`src/hw/decomp_cfg.svh`:
```
// ----------------------------------------------------------
// Decomposition subsystem configuration
// Widths, depths and level count shared by package and RTL
// ----------------------------------------------------------
`ifndef DECOMP_CFG_SVH
`define DECOMP_CFG_SVH

// Torus coefficient width, arithmetic is modulo 2^OP_W
`define DECOMP_OP_W 32

// Number of decomposition levels
`define DECOMP_L 4

// Base width, digits carry one extra sign bit
`define DECOMP_B_W 4

// Coefficient RAM size
`define DECOMP_COEF_DEPTH 64
`define DECOMP_ADDR_W 6

// Entries in the reader command queue
`define DECOMP_CMD_DEPTH 4

`endif

```
`src/hw/decomp_pkg.sv`:
```
// ----------------------------------------------------------
// Decomposition package
// Coefficient, address, digit and tag types
// ----------------------------------------------------------
`include "decomp_cfg.svh"

package decomp_pkg;

  // Torus coefficient as stored in the RAM
  typedef logic [`DECOMP_OP_W-1:0] coef_t;

  // Coefficient RAM word address
  typedef logic [`DECOMP_ADDR_W-1:0] addr_t;

  // One balanced digit, two's complement
  // Range is [-2^(B_W-1), 2^(B_W-1)], hence B_W+1 bits
  typedef logic signed [`DECOMP_B_W:0] subw_t;

  // All digits of one coefficient
  // Index 0 holds the least significant digit
  typedef subw_t [`DECOMP_L-1:0] subw_vec_t;

  // Tag that follows a coefficient through the pipeline
  typedef struct packed {
    // Address the coefficient was read from
    addr_t addr;
    // Host marks the final read of a batch
    logic  last;
  } decomp_tag_t;

endpackage

```
`src/hw/coef_ram.sv`:
```
// ----------------------------------------------------------
// Coefficient RAM
// Single-port synchronous storage, one-cycle read latency
// ----------------------------------------------------------
`timescale 1ns/1ps
`include "decomp_cfg.svh"

module coef_ram
  import decomp_pkg::*;
(
  input  logic  clk,
  input  logic  en_i,
  input  logic  we_i,
  input  addr_t addr_i,
  input  coef_t wdata_i,
  output coef_t rdata_o
);

  // Storage array
  coef_t mem [`DECOMP_COEF_DEPTH];

  // Write port
  // Only takes effect while the port is enabled
  always_ff @(posedge clk) begin
    if (en_i && we_i) begin
      mem[addr_i] <= wdata_i;
    end
  end

  // Registered read
  // Output holds its value between reads
  always_ff @(posedge clk) begin
    if (en_i && !we_i) begin
      rdata_o <= mem[addr_i];
    end
  end

endmodule

```
`src/hw/coef_reader.sv`:
```
// ----------------------------------------------------------
// Coefficient reader
// Queues host read commands, fetches the words through the
// arbiter and hands data plus tag to the decomposer
// ----------------------------------------------------------
`timescale 1ns/1ps
`include "decomp_cfg.svh"

module coef_reader
  import decomp_pkg::*;
(
  input  logic        clk,
  input  logic        s_rst_n,
  // Host read commands
  input  logic        rd_i,
  input  addr_t       rd_addr_i,
  input  logic        rd_last_i,
  // Fetch port towards the arbiter
  output logic        fetch_req_o,
  output addr_t       fetch_addr_o,
  input  logic        fetch_gnt_i,
  input  logic        fetch_rvalid_i,
  input  coef_t       rdata_i,
  // Towards the decomposer
  output coef_t       coef_o,
  output decomp_tag_t coef_tag_o,
  output logic        coef_avail_o
);

  localparam int DEPTH = `DECOMP_CMD_DEPTH;
  localparam int PTR_W = (DEPTH > 1) ? $clog2(DEPTH) : 1;
  localparam int CNT_W = $clog2(DEPTH + 1);

  // Circular command queue
  decomp_tag_t      q_mem [DEPTH];
  logic [PTR_W-1:0] q_wr_ptr;
  logic [PTR_W-1:0] q_rd_ptr;
  logic [CNT_W-1:0] q_cnt;
  logic             q_full;
  logic             q_push;
  logic             q_pop;

  // Tag of the fetch in flight
  decomp_tag_t      fetch_tag_q;

  assign q_full = (q_cnt == CNT_W'(DEPTH));
  // Host keeps within the queue depth, drop anything beyond it
  assign q_push = rd_i & ~q_full;
  // Arbiter only grants a pending request
  assign q_pop  = fetch_gnt_i;

  // Entries are payload only
  always_ff @(posedge clk) begin
    if (q_push) begin
      q_mem[q_wr_ptr] <= '{addr: rd_addr_i, last: rd_last_i};
    end
  end

  // Pointers and occupancy
  always_ff @(posedge clk) begin
    if (!s_rst_n) begin
      q_wr_ptr <= '0;
      q_rd_ptr <= '0;
      q_cnt    <= '0;
    end else begin
      if (q_push) begin
        q_wr_ptr <= (q_wr_ptr == PTR_W'(DEPTH - 1)) ? '0 : q_wr_ptr + 1'b1;
      end
      if (q_pop) begin
        q_rd_ptr <= (q_rd_ptr == PTR_W'(DEPTH - 1)) ? '0 : q_rd_ptr + 1'b1;
      end
      case ({q_push, q_pop})
        2'b10:   q_cnt <= q_cnt + 1'b1;
        2'b01:   q_cnt <= q_cnt - 1'b1;
        default: q_cnt <= q_cnt;
      endcase
    end
  end

  // Request while anything is queued
  assign fetch_req_o  = (q_cnt != '0);
  assign fetch_addr_o = q_mem[q_rd_ptr].addr;

  // Hold the popped tag until its data comes back
  always_ff @(posedge clk) begin
    if (q_pop) begin
      fetch_tag_q <= q_mem[q_rd_ptr];
    end
  end

  // Data returns one cycle after grant, forward it right away
  assign coef_o       = rdata_i;
  assign coef_tag_o   = fetch_tag_q;
  assign coef_avail_o = fetch_rvalid_i;

endmodule

```
`src/hw/decomp_parallel.sv`:
```
// ----------------------------------------------------------
// Parallel signed gadget decomposer
// Rounds a coefficient to its closest representable value
// and splits it into balanced two's complement digits
// Three-stage pipeline, side payload travels alongside
// ----------------------------------------------------------
`timescale 1ns/1ps
`include "decomp_cfg.svh"

module decomp_parallel
  import decomp_pkg::*;
#(
  parameter type side_t = logic
) (
  input  logic      clk,
  input  logic      s_rst_n,
  input  coef_t     in_data_i,
  input  logic      in_avail_i,
  input  side_t     in_side_i,
  output subw_vec_t out_data_o,
  output logic      out_avail_o,
  output side_t     out_side_o
);

  localparam int OP_W    = `DECOMP_OP_W;
  localparam int L       = `DECOMP_L;
  localparam int B_W     = `DECOMP_B_W;
  // Bits kept by the rounding
  localparam int REP_W   = L * B_W;
  // Position of the lowest kept bit
  localparam int REP_OFS = OP_W - REP_W;

  // Input register
  coef_t s0_data;
  side_t s0_side;
  logic  s0_avail;

  always_ff @(posedge clk) begin
    s0_data <= in_data_i;
    s0_side <= in_side_i;
  end

  always_ff @(posedge clk) begin
    if (!s_rst_n) begin
      s0_avail <= 1'b0;
    end else begin
      s0_avail <= in_avail_i;
    end
  end

  // Closest representable value
  // Keep the top REP_W bits, add the first discarded bit
  // All-ones top part wraps to zero, arithmetic is modulo 2^OP_W
  coef_t s0_rep;

  assign s0_rep[OP_W-1:REP_OFS] = s0_data[OP_W-1:REP_OFS] + REP_W'(s0_data[REP_OFS-1]);
  assign s0_rep[REP_OFS-1:0]    = '0;

  // Rounding register
  coef_t s1_rep;
  side_t s1_side;
  logic  s1_avail;

  always_ff @(posedge clk) begin
    s1_rep  <= s0_rep;
    s1_side <= s0_side;
  end

  always_ff @(posedge clk) begin
    if (!s_rst_n) begin
      s1_avail <= 1'b0;
    end else begin
      s1_avail <= s0_avail;
    end
  end

  // Balanced digit chain, least significant digit first
  logic [B_W-1:0] s1_raw [L];
  logic [L-1:0]   s1_next_msb;
  logic [L:0]     s1_carry;
  logic [B_W:0]   s1_wc [L];
  logic [L-1:0]   s1_gt_half;
  logic [L-1:0]   s1_ge_half;
  logic [L-1:0]   s1_ovf;
  subw_vec_t      s1_subw;

  always_comb begin
    for (int i = 0; i < L; i++) begin
      s1_raw[i] = s1_rep[REP_OFS + i*B_W +: B_W];
    end
    // Next digit's MSB decides the tie at exactly half base
    // Top digit has no successor, the rounded value is read as signed
    // so its own sign extension stands in
    for (int i = 0; i < L - 1; i++) begin
      s1_next_msb[i] = s1_raw[i+1][B_W-1];
    end
    s1_next_msb[L-1] = s1_rep[OP_W-1];

    s1_carry[0] = 1'b0;
    for (int i = 0; i < L; i++) begin
      s1_wc[i] = {1'b0, s1_raw[i]} + (B_W+1)'(s1_carry[i]);
      // Look-ahead terms from raw digit and carry in, off the adder path
      // Above half base
      s1_gt_half[i] = s1_raw[i][B_W-1] & (|{s1_raw[i][B_W-2:0], s1_carry[i]});
      // At least half base
      s1_ge_half[i] = s1_raw[i][B_W-1] | (&{s1_raw[i][B_W-2:0], s1_carry[i]});
      // Sum reaches a full base
      s1_ovf[i]     = &{s1_raw[i], s1_carry[i]};
      s1_carry[i+1] = s1_ovf[i] | s1_gt_half[i] | (s1_ge_half[i] & s1_next_msb[i]);
      // Carry out means digit minus base, which flips the extra bit
      if (s1_carry[i+1]) begin
        s1_subw[i] = {~s1_wc[i][B_W], s1_wc[i][B_W-1:0]};
      end else begin
        s1_subw[i] = {1'b0, s1_wc[i][B_W-1:0]};
      end
    end
    // s1_carry[L] is dropped, modulo 2^OP_W
  end

  // Output register
  subw_vec_t s2_subw;
  side_t     s2_side;
  logic      s2_avail;

  always_ff @(posedge clk) begin
    s2_subw <= s1_subw;
    s2_side <= s1_side;
  end

  always_ff @(posedge clk) begin
    if (!s_rst_n) begin
      s2_avail <= 1'b0;
    end else begin
      s2_avail <= s1_avail;
    end
  end

  assign out_data_o  = s2_subw;
  assign out_side_o  = s2_side;
  assign out_avail_o = s2_avail;

endmodule

```
`src/hw/decomp_top.sv`:
```
// ----------------------------------------------------------
// Decomposition subsystem top level
// Coefficient RAM shared by host writes and the reader,
// fetched words go through the signed decomposer
// ----------------------------------------------------------
`timescale 1ns/1ps

module decomp_top
  import decomp_pkg::*;
(
  input  logic      clk,
  input  logic      s_rst_n,
  // Host write
  input  logic      wr_i,
  input  addr_t     wr_addr_i,
  input  coef_t     wr_data_i,
  // Host read commands
  input  logic      rd_i,
  input  addr_t     rd_addr_i,
  input  logic      rd_last_i,
  // Decomposition results
  output subw_vec_t subw_o,
  output logic      subw_avail_o,
  output addr_t     subw_addr_o,
  output logic      subw_last_o
);

  // RAM port
  logic        ram_en;
  logic        ram_we;
  addr_t       ram_addr;
  coef_t       ram_wdata;
  coef_t       ram_rdata;

  // Reader to arbiter
  logic        fetch_req;
  addr_t       fetch_addr;
  logic        fetch_gnt;
  logic        fetch_rvalid;

  // Reader to decomposer
  coef_t       coef;
  decomp_tag_t coef_tag;
  logic        coef_avail;
  decomp_tag_t subw_tag;

  coef_ram u_ram (
    .clk     (clk),
    .en_i    (ram_en),
    .we_i    (ram_we),
    .addr_i  (ram_addr),
    .wdata_i (ram_wdata),
    .rdata_o (ram_rdata)
  );

  ram_arbiter u_arbiter (
    .clk            (clk),
    .s_rst_n        (s_rst_n),
    .wr_i           (wr_i),
    .wr_addr_i      (wr_addr_i),
    .wr_data_i      (wr_data_i),
    .fetch_req_i    (fetch_req),
    .fetch_addr_i   (fetch_addr),
    .fetch_gnt_o    (fetch_gnt),
    .fetch_rvalid_o (fetch_rvalid),
    .ram_en_o       (ram_en),
    .ram_we_o       (ram_we),
    .ram_addr_o     (ram_addr),
    .ram_wdata_o    (ram_wdata)
  );

  coef_reader u_reader (
    .clk            (clk),
    .s_rst_n        (s_rst_n),
    .rd_i           (rd_i),
    .rd_addr_i      (rd_addr_i),
    .rd_last_i      (rd_last_i),
    .fetch_req_o    (fetch_req),
    .fetch_addr_o   (fetch_addr),
    .fetch_gnt_i    (fetch_gnt),
    .fetch_rvalid_i (fetch_rvalid),
    .rdata_i        (ram_rdata),
    .coef_o         (coef),
    .coef_tag_o     (coef_tag),
    .coef_avail_o   (coef_avail)
  );

  // Tag rides along as the side payload
  decomp_parallel #(
    .side_t (decomp_tag_t)
  ) u_decomp (
    .clk         (clk),
    .s_rst_n     (s_rst_n),
    .in_data_i   (coef),
    .in_avail_i  (coef_avail),
    .in_side_i   (coef_tag),
    .out_data_o  (subw_o),
    .out_avail_o (subw_avail_o),
    .out_side_o  (subw_tag)
  );

  assign subw_addr_o = subw_tag.addr;
  assign subw_last_o = subw_tag.last;

endmodule

```
`src/hw/ram_arbiter.sv`:
```
// ----------------------------------------------------------
// Coefficient RAM arbiter
// Host writes have fixed priority over reader fetches
// Produces the read-data valid one cycle after a grant
// ----------------------------------------------------------
`timescale 1ns/1ps

module ram_arbiter
  import decomp_pkg::*;
(
  input  logic  clk,
  input  logic  s_rst_n,
  // Host write port, no back-pressure
  input  logic  wr_i,
  input  addr_t wr_addr_i,
  input  coef_t wr_data_i,
  // Reader fetch port
  input  logic  fetch_req_i,
  input  addr_t fetch_addr_i,
  output logic  fetch_gnt_o,
  output logic  fetch_rvalid_o,
  // RAM side
  output logic  ram_en_o,
  output logic  ram_we_o,
  output addr_t ram_addr_o,
  output coef_t ram_wdata_o
);

  // Fetch wins only when no write is strobed this cycle
  assign fetch_gnt_o = fetch_req_i & ~wr_i;

  // RAM is busy whenever either client is active
  assign ram_en_o = wr_i | fetch_req_i;

  // Only the host ever writes
  assign ram_we_o = wr_i;

  // Address mux follows the same priority as the grant
  assign ram_addr_o = wr_i ? wr_addr_i : fetch_addr_i;

  // Write data goes straight to the RAM
  // Ignored by the RAM while we is low
  assign ram_wdata_o = wr_data_i;

  // Read data appears one cycle after the grant
  // Track the grant so the reader knows when rdata is fresh
  always_ff @(posedge clk) begin
    if (!s_rst_n) begin
      fetch_rvalid_o <= 1'b0;
    end else begin
      fetch_rvalid_o <= fetch_gnt_o;
    end
  end

endmodule

```
`config.mk`:
```
export PLATFORM = sky130hd
export DESIGN_NAME = decomp_top
export DESIGN_NICKNAME = d
export VERILOG_FILES = /design/src/hw/decomp_pkg.sv /design/src/hw/coef_ram.sv /design/src/hw/coef_reader.sv /design/src/hw/decomp_parallel.sv /design/src/hw/decomp_top.sv /design/src/hw/ram_arbiter.sv
export VERILOG_INCLUDE_DIRS = /design/src /design/src/hw
export SDC_FILE = /design/constraint.sdc
export NUM_CORES = 1
export LEC_CHECK = 0
export ABC_AREA = 1
export CAP_MARGIN = 20
export CORE_MARGIN = 5
export CORE_UTILIZATION = 45
export CTS_CLUSTER_SIZE = 28
export DETAILED_ROUTE_END_ITERATION = 8
export DONT_BUFFER_PORTS = 1
export MAX_ROUTING_LAYER = met4
export REMOVE_ABC_BUFFERS = 1
export SYNTH_ARGS = -nofsm -noshare
export SYNTH_HDL_FRONTEND = slang
export SYNTH_HIERARCHICAL = 1
export SYNTH_SLANG_ARGS = --single-unit
```
`constraint.sdc`:
```
create_clock -name clk -period 6.3 [get_ports clk]
set_clock_uncertainty 0.1 [all_clocks]
set_input_delay 0 -clock clk [delete_from_list [all_inputs] [get_ports clk]]
set_output_delay 0 -clock clk [all_outputs]
set_load 0.05 [all_outputs]
```
==> metrics.md, run 1 <==
| Metric | Value |
|---|---|
| Status | `complete, no violations` |
| Global-route wire length before repair | `roughly 190000 µm` |
| F_max | `between 200 and 250 MHz` |
| Total congestion overflow | `0` |
| Synth warnings | `6` |
| Aggregate global-route resource usage | `a little over a fifth` |
| Logic pwr share | `21.1%` |
| Placed instance area | `52100 µm²` |
| Final Hold Viols | `0` |
| Root buf cell | `clkbuf_16` |
| Min cycle time layout | `4.65 ns` |
| TritonCTS Sinks | `1227` |
| Area grow syn2layout | `10.5%` |
| Slew Viols, Final | `0` |
| Worst slew margin | `around 29%` |
| Share of layout cells above drive strength 1 | `6.60%` |
| DP Wirelength | `66800 µm` |
| Pwr dens | `383 nW/µm²` |
| Die ar. | `122000 µm²` |
| First DRT Iteration DRCs | `roughly 3.1k` |
| Crit end category | `flop` |
| Clk pwr share | `33.6%` |
| CP max FO | `23` |
| Syn avg cell area | `10.3 µm²` |
| Initial core utilization | `~45%` |
| Setup total negative slack | `0 ns` |
| Final core utilization | `49.9%` |
| RSZ-0062 raised after global routing | `no` |
| Vias per cell | `5.03` |
| Worst Setup Path Type | `reg -> reg` |
| Register Area | `36000 µm²` |
| Int Pwr | `0.0148 W` |
| Final period util | `73.8%` |
| Least-Margin Pin Slew | `1.07 ns` |
| Cts bufs inserted | `134` |
| Peak VDD IR | `0.282 mV` |
| Drt drc | `0` |
| Leakage | `23.7 nW` |
| # setup viols final | `0` |
| Vias | `between 30k and 40k` |
| Clock-pin slew on the worst setup and hold paths | `0.06 ns` |
| Switch Pwr | `0.00704 W` |
| Critical path arrival | `around 5 ns` |
| CP required | `between 6 and 7 ns` |
| Clock H-tree levels | `4` |
| Multi-input gate area | `13100 µm²` |
| Core Box Area | `114000 µm²` |
| FP Rows | `~120` |
| Largest net degree at the start of global routing | `168` |
| Sequential Power Share | `45.3%` |
| Finished Cell Area | `~57000 µm²` |
| Worst setup SP type | `flop` |
| CTS tree | `built` |
| Final-layout fill cell count | `10.1k` |
| I/O pins | `77` |
| Worst min path class | `in -> reg` |
| Mapped Area | `51600 µm²` |
| Final ANT Viol Nets | `0` |
| Dpl cells | `6251` |
| Max-cap violation count | `0` |
| Routed len/inst | `about 19 µm` |
| Initial antenna violation count | `5` |
| Die Span X | `349 µm` |
| GP Congestion | `between 0.8 and 0.9` |
| PortBufs | `0` |
| Drt pass-1 iters | `5` |
| Cells after synthesis | `roughly 5.0k` |
| Layout Cells excl Fill | `6549` |
| Insertion delay to the later sink of the worst-skew pair | `about 0.72 ns` |
| Switching Fraction | `32.2%` |
| Detailed Route WL | `127000 µm` |
| Vias in the first global route | `30.9k` |
| Die Y-Extent | `349 µm` |
| Nets | `4994` |
| Clock Tree Buf Depth | `3` |
[worst max-delay path, stage by stage, from the launching register on]
cell and delay (ns):
dfxtp_1 0.64, inv_2 0.24, o21ai_0 0.21, o22ai_1 0.14
nand2_1 0.13, nand2_4 0.26, nor2_1 0.70, nand3_1 0.83
nor2_1 0.70, buf_4 0.35
[state kept, by name, indices dropped and copies added (netlist names), named ones only]
name                      count
u_arbiter/fetch_rvalid_o      1
u_decomp/out_avail_o          1
u_decomp/out_data_o          20
u_decomp/out_side_o           7
u_decomp/s0_avail             1
u_decomp/s0_data             17
u_decomp/s0_side              7
u_decomp/s1_avail             1
u_decomp/s1_rep              16
u_decomp/s1_side              7
u_ram/mem                  1088
u_ram/rdata_o                17
u_reader/coef_tag_o           7
u_reader/q_cnt                3
u_reader/q_mem               28
u_reader/q_rd_ptr             2
u_reader/q_wr_ptr             2
[timing repair]
| action | 4_1_cts | 5_1_grt |
|---|---|---|
| hold endpoints to repair | 1215 | 0 |
| setup buffers | 0 | 0 |
| hold buffers | 55 | 0 |
| resized for setup | 0 | 0 |
[final timing paths]
check | start | endpoint | slack (ns) | cells after the start
max | flop | u_ram/mem[50][16] | 1.65 | 9
min | s_rst_n | u_decomp/out_avail_o | 0.04 | 3
max reg2reg | flop | u_ram/mem[50][16] | 1.65 | 9
min reg2reg | u_decomp/s1_side[5] | u_decomp/out_side_o[5] | 0.21 | 0
[power by group through the flow]
stage               registers [W]  logic, W  clock network [W]
global placement           0.0100   0.00437                  0
global route              0.00993   0.00514            0.00782
CTS                       0.00989   0.00462            0.00749
finish                    0.00989   0.00461            0.00733
floorplan                 0.00999   0.00347                  0
detailed placement         0.0101   0.00440                  0
[through the flow]
stage | setup slack, ns | hold WS (ns) | power (W)
after floorplan | -19.24 | -0.00655 | 0.0135
final | 1.65 | 0.0385 | 0.0218
after detailed placement | 1.82 | -0.000932 | 0.0145
after global placement | 1.91 | -0.00315 | 0.0144
after CTS | 1.82 | 0.0000164 | 0.0220
after global routing | 1.52 | 0.0692 | 0.0229
[cell type report]
type,instances,share of cell area [%]
inverter,66,0.474
timing repair buffer,147,2.85
clock inverter,67,0.834
antenna,3,0.0132
sequential,1227,63.1
multi-input combinational,3354,23.1
tap,1512,3.32
clock buffer,173,6.37
[cells in the final DEF, fill, tap and decap left out, drive strengths merged, types with 3 or more instances in the layout]
cell and instances:
buf 109, nand3 30, or2 7, dlygate4sd3 38, xnor2 7, o22ai 7
nor3 12, diode 3, inv 72, nand2 3068, clkbuf 173, dfxtp 87
a21oi 8, nand4 6, ha 14, o21ai 24, clkinv 55, nor2 149
bufinv 4, xor2 11, o211ai 5, edfxtp 1140
[routing by layer]
metal	GRT usage [%]	wire [µm]	part of all wire (%)
met1	28.8	54400	43
met5	-	0	0
met2	32.2	58600	46
met3	4.06	9580	7.5
met4	8.11	4680	3.7
No activity file was read; power rests on OpenSTA's default activity.
==> inputs of run 2 (changes only) <==
clock period = 4 ns   (was 6.3 ns; I/O delays follow)
==> run 2 against run 1 <==
Net effect: sequential share of layout area decreased by 0.47 points; critical path depth increased by 8; total power increased by 58%; register-to-register slack got worse by 1.2 ns; final area increased by 0.75%; via count decreased by 0.40%; non-clock buffer count increased by 43; hold slack improved by 0.17 ns; setup slack got worse by 1.2 ns; critical path type unchanged; largest power group unchanged; final cell count increased by 0.53%; global-route usage about the same; sequential cell count unchanged.
==> metrics.md, run 2 (synthesis results as in run 1) <==
| Metric | Value |
|---|---|
| Crit end category | `flop` |
| RSZ-0062 raised after global routing | `no` |
| TritonCTS Sinks | `1227 (unchanged)` |
| Root buf cell | `clkbuf_16` |
| Switching Fraction | `32.2% (about the same)` |
| GR met1 Demand/Resource | `29.3% (+0.45 points)` |
| Max-cap violation count | `0 (unchanged)` |
| Slew Viols, Final | `0 (unchanged)` |
| FP Rows | `124 (unchanged)` |
| Least-Margin Pin Slew | `0.804 ns (-0.265 ns)` |
| Final Hold Viols | `0 (unchanged)` |
| Max reg flops | `1088 (unchanged)` |
| Drt pass-1 iters | `5 (unchanged)` |
| CP max FO | `119 (+420%)` |
| Die Y-Extent | `349 µm (unchanged)` |
| Worst setup SP type | `flop` |
| CTS tree | `built` |
| Min cycle time layout | `3.51 ns (-1.14 ns)` |
| Area grow syn2layout | `11.3%` |
| I/O pins | `77 (unchanged)` |
| Register Area | `36000 µm² (unchanged)` |
| Worst Setup Path Type | `reg -> reg` |
| Most frequent cells in the layout | `3063 x nand2_1, 1140 x edfxtp_1, 144 x nor2_1` |
| GRT Max-Usage Layer | `met2` |
| First DRT Iteration DRCs | `2958 (-5.7%)` |
| CP max-delay cell | `dfxtp_1` |
| M3 GR Usage | `3.65% (-0.41 points)` |
| DP Wirelength | `70400 µm (+5.3%)` |
| Global-route wire length before repair | `191000 µm (+0.52%)` |
| Vias in the first global route | `30.9k (-0.032%)` |
| Die ar. | `122000 µm² (unchanged)` |
| CP cell instances | `inv_2, o21ai_2, o22ai_1, nand2_1, nand2_4, buf_4, buf_12, nand2_1, nand2_1, nand2_1, nand2_1, nand2_1, nand2_1, nand2_1, nand2_1, nor2_1, nand2_1` |
| Die Span X | `349 µm (unchanged)` |
| Total congestion overflow | `0 (unchanged)` |
| Placed instance area | `52600 µm² (+0.97%)` |
| Detailed Route WL | `127000 µm (-0.39%)` |
| Final-layout fill cell count | `10.1k (+0.18%)` |
| GP Congestion | `0.888 (-0.33%)` |
| Power consumption | `0.0345 W (+58%)` |
| Peak VDD IR | `0.415 mV (+47%)` |
| Routed len/inst | `19.3 µm (-0.92%)` |
| Nets | `5033 (+0.78%)` |
| Clk pwr share | `33.1% (-0.5 points)` |
| Setup total negative slack | `0 ns (unchanged)` |
| Leakage | `23.9 nW (+0.95%)` |
| CTS resizes | `0 (unchanged)` |
| Finished Cell Area | `57500 µm² (+0.75%)` |
| Aggregate global-route resource usage | `21.3% (about the same)` |
| Vias | `32.8k (-0.40%)` |
| Share of layout cells above drive strength 1 | `7.18% (+0.58 points)` |
| Final period util | `87.7% (+14 points)` |
| Pwr dens | `600 nW/µm² (+57%)` |
| Initial core utilization | `45.2% (unchanged)` |
| Final ANT Viol Nets | `0 (unchanged)` |
| # setup viols final | `0 (unchanged)` |
| PortBufs | `0 (unchanged)` |
| Int Pwr | `0.0234 W (+58%)` |
| Drt drc | `0 (unchanged)` |
| Clock H-tree levels | `4 (unchanged)` |
| Core Box Area | `114000 µm² (unchanged)` |
| Critical path arrival | `3.88 ns (-1.09 ns)` |
| CP peak stage delay | `0.67 ns (-0.16 ns)` |
| F_max | `285 MHz (+33%)` |
| Most common cell after layout, fill and taps aside | `nand2_1` |
| CP most frequent cell | `nand2_1` |
| Multi-input gate area | `13100 µm² (unchanged)` |
| Insertion delay to the later sink of the worst-skew pair | `0.73 ns (about the same)` |
| Switch Pwr | `0.0111 W (+58%)` |
| Vias per cell | `4.98 (-0.93%)` |
| Status | `complete, no violations` |
| Flop-to-flop setup slack | `0.49 ns (-1.16 ns)` |
| Largest net degree at the start of global routing | `120 (-29%)` |
| Sequential Power Share | `45.2% (about the same)` |
| CP required | `4.38 ns (-2.24 ns)` |
| Cts bufs inserted | `130 (-3.0%)` |
| Worst min path class | `in -> reg` |
| Worst slew margin | `46.2% (+17 points)` |
| Largest Register | `u_ram/mem` |
| Initial antenna violation count | `5 (unchanged)` |
| Clock Tree Buf Depth | `3 (unchanged)` |
| Clock-pin slew on the worst setup and hold paths | `0.06 ns (about the same)` |
| Logic pwr share | `21.7% (+0.6 points)` |
| GRT met2 Usage | `33.0% (+0.78 points)` |
[run 2: timing repair]
item,in CTS,in global routing
buffers inserted,0,0
hold endpoints to repair,1215,0
hold buffers,56,0
[run 2: metrics by stage]
| stage | cells | setup WS [ns] | util (%) | hold slack [ns] |
|---|---|---|---|---|
| after detailed placement | 6293 | 0.576 | 46.0 | -0.000954 |
| after CTS | 6583 | 0.545 | 50.3 | 0.155 |
| final | 6584 | 0.493 | 50.3 | 0.205 |
| after global placement | 6293 | 0.605 | 46.0 | -0.000948 |
| after global routing | 6584 | 0.255 | 50.3 | 0.187 |
| after floorplan | 4647 | -21.54 | - | -0.00655 |
[run 2: final timing paths]
path	start	endpoint	cells past startpoint
min	wr_addr_i[4]	u_ram/mem[38][30]	6
max	flop	u_ram/rdata_o[30]	17
min reg2reg	u_decomp/s1_side[4]	u_decomp/out_side_o[4]	0
max reg2reg	flop	u_ram/rdata_o[30]	17
[run 2: critical path, delay by kind of cell, from the launching register on]
family | cells | cell delay, ns
AND/OR/NAND/NOR | 12 | 1.30
buffers and inverters | 3 | 0.74
flip-flops | 1 | 0.67
AO/OA/AOI/OAI | 2 | 0.25
[run 2: metal layers]
| layer | up-vias | share of wire [%] |
|---|---|---|
| met5 | - | 0 |
| met4 | 0 | 2.5 |
| met3 | 185 | 6.8 |
| met2 | 960 | 47 |
| met1 | 15700 | 44 |
| li1 | 16000 | - |
[run 2: area by class of cell]
class	instances	share of cell area, %
sequential	1227	62.6
multi-input combinational	3354	22.9
clock buffer	178	6.30
timing repair buffer	190	3.72
tap	1512	3.29
clock inverter	56	0.708
inverter	66	0.470
antenna	1	0.00436
[run 2: power by group through the flow]
stage	clock network [W]	logic (W)	registers (W)
after floorplan	0	0.00471	0.0157
after global placement	0	0.00715	0.0158
after detailed placement	0	0.00719	0.0159
after CTS	0.0116	0.00754	0.0156
after global routing	0.0122	0.00836	0.0156
final	0.0114	0.00749	0.0156
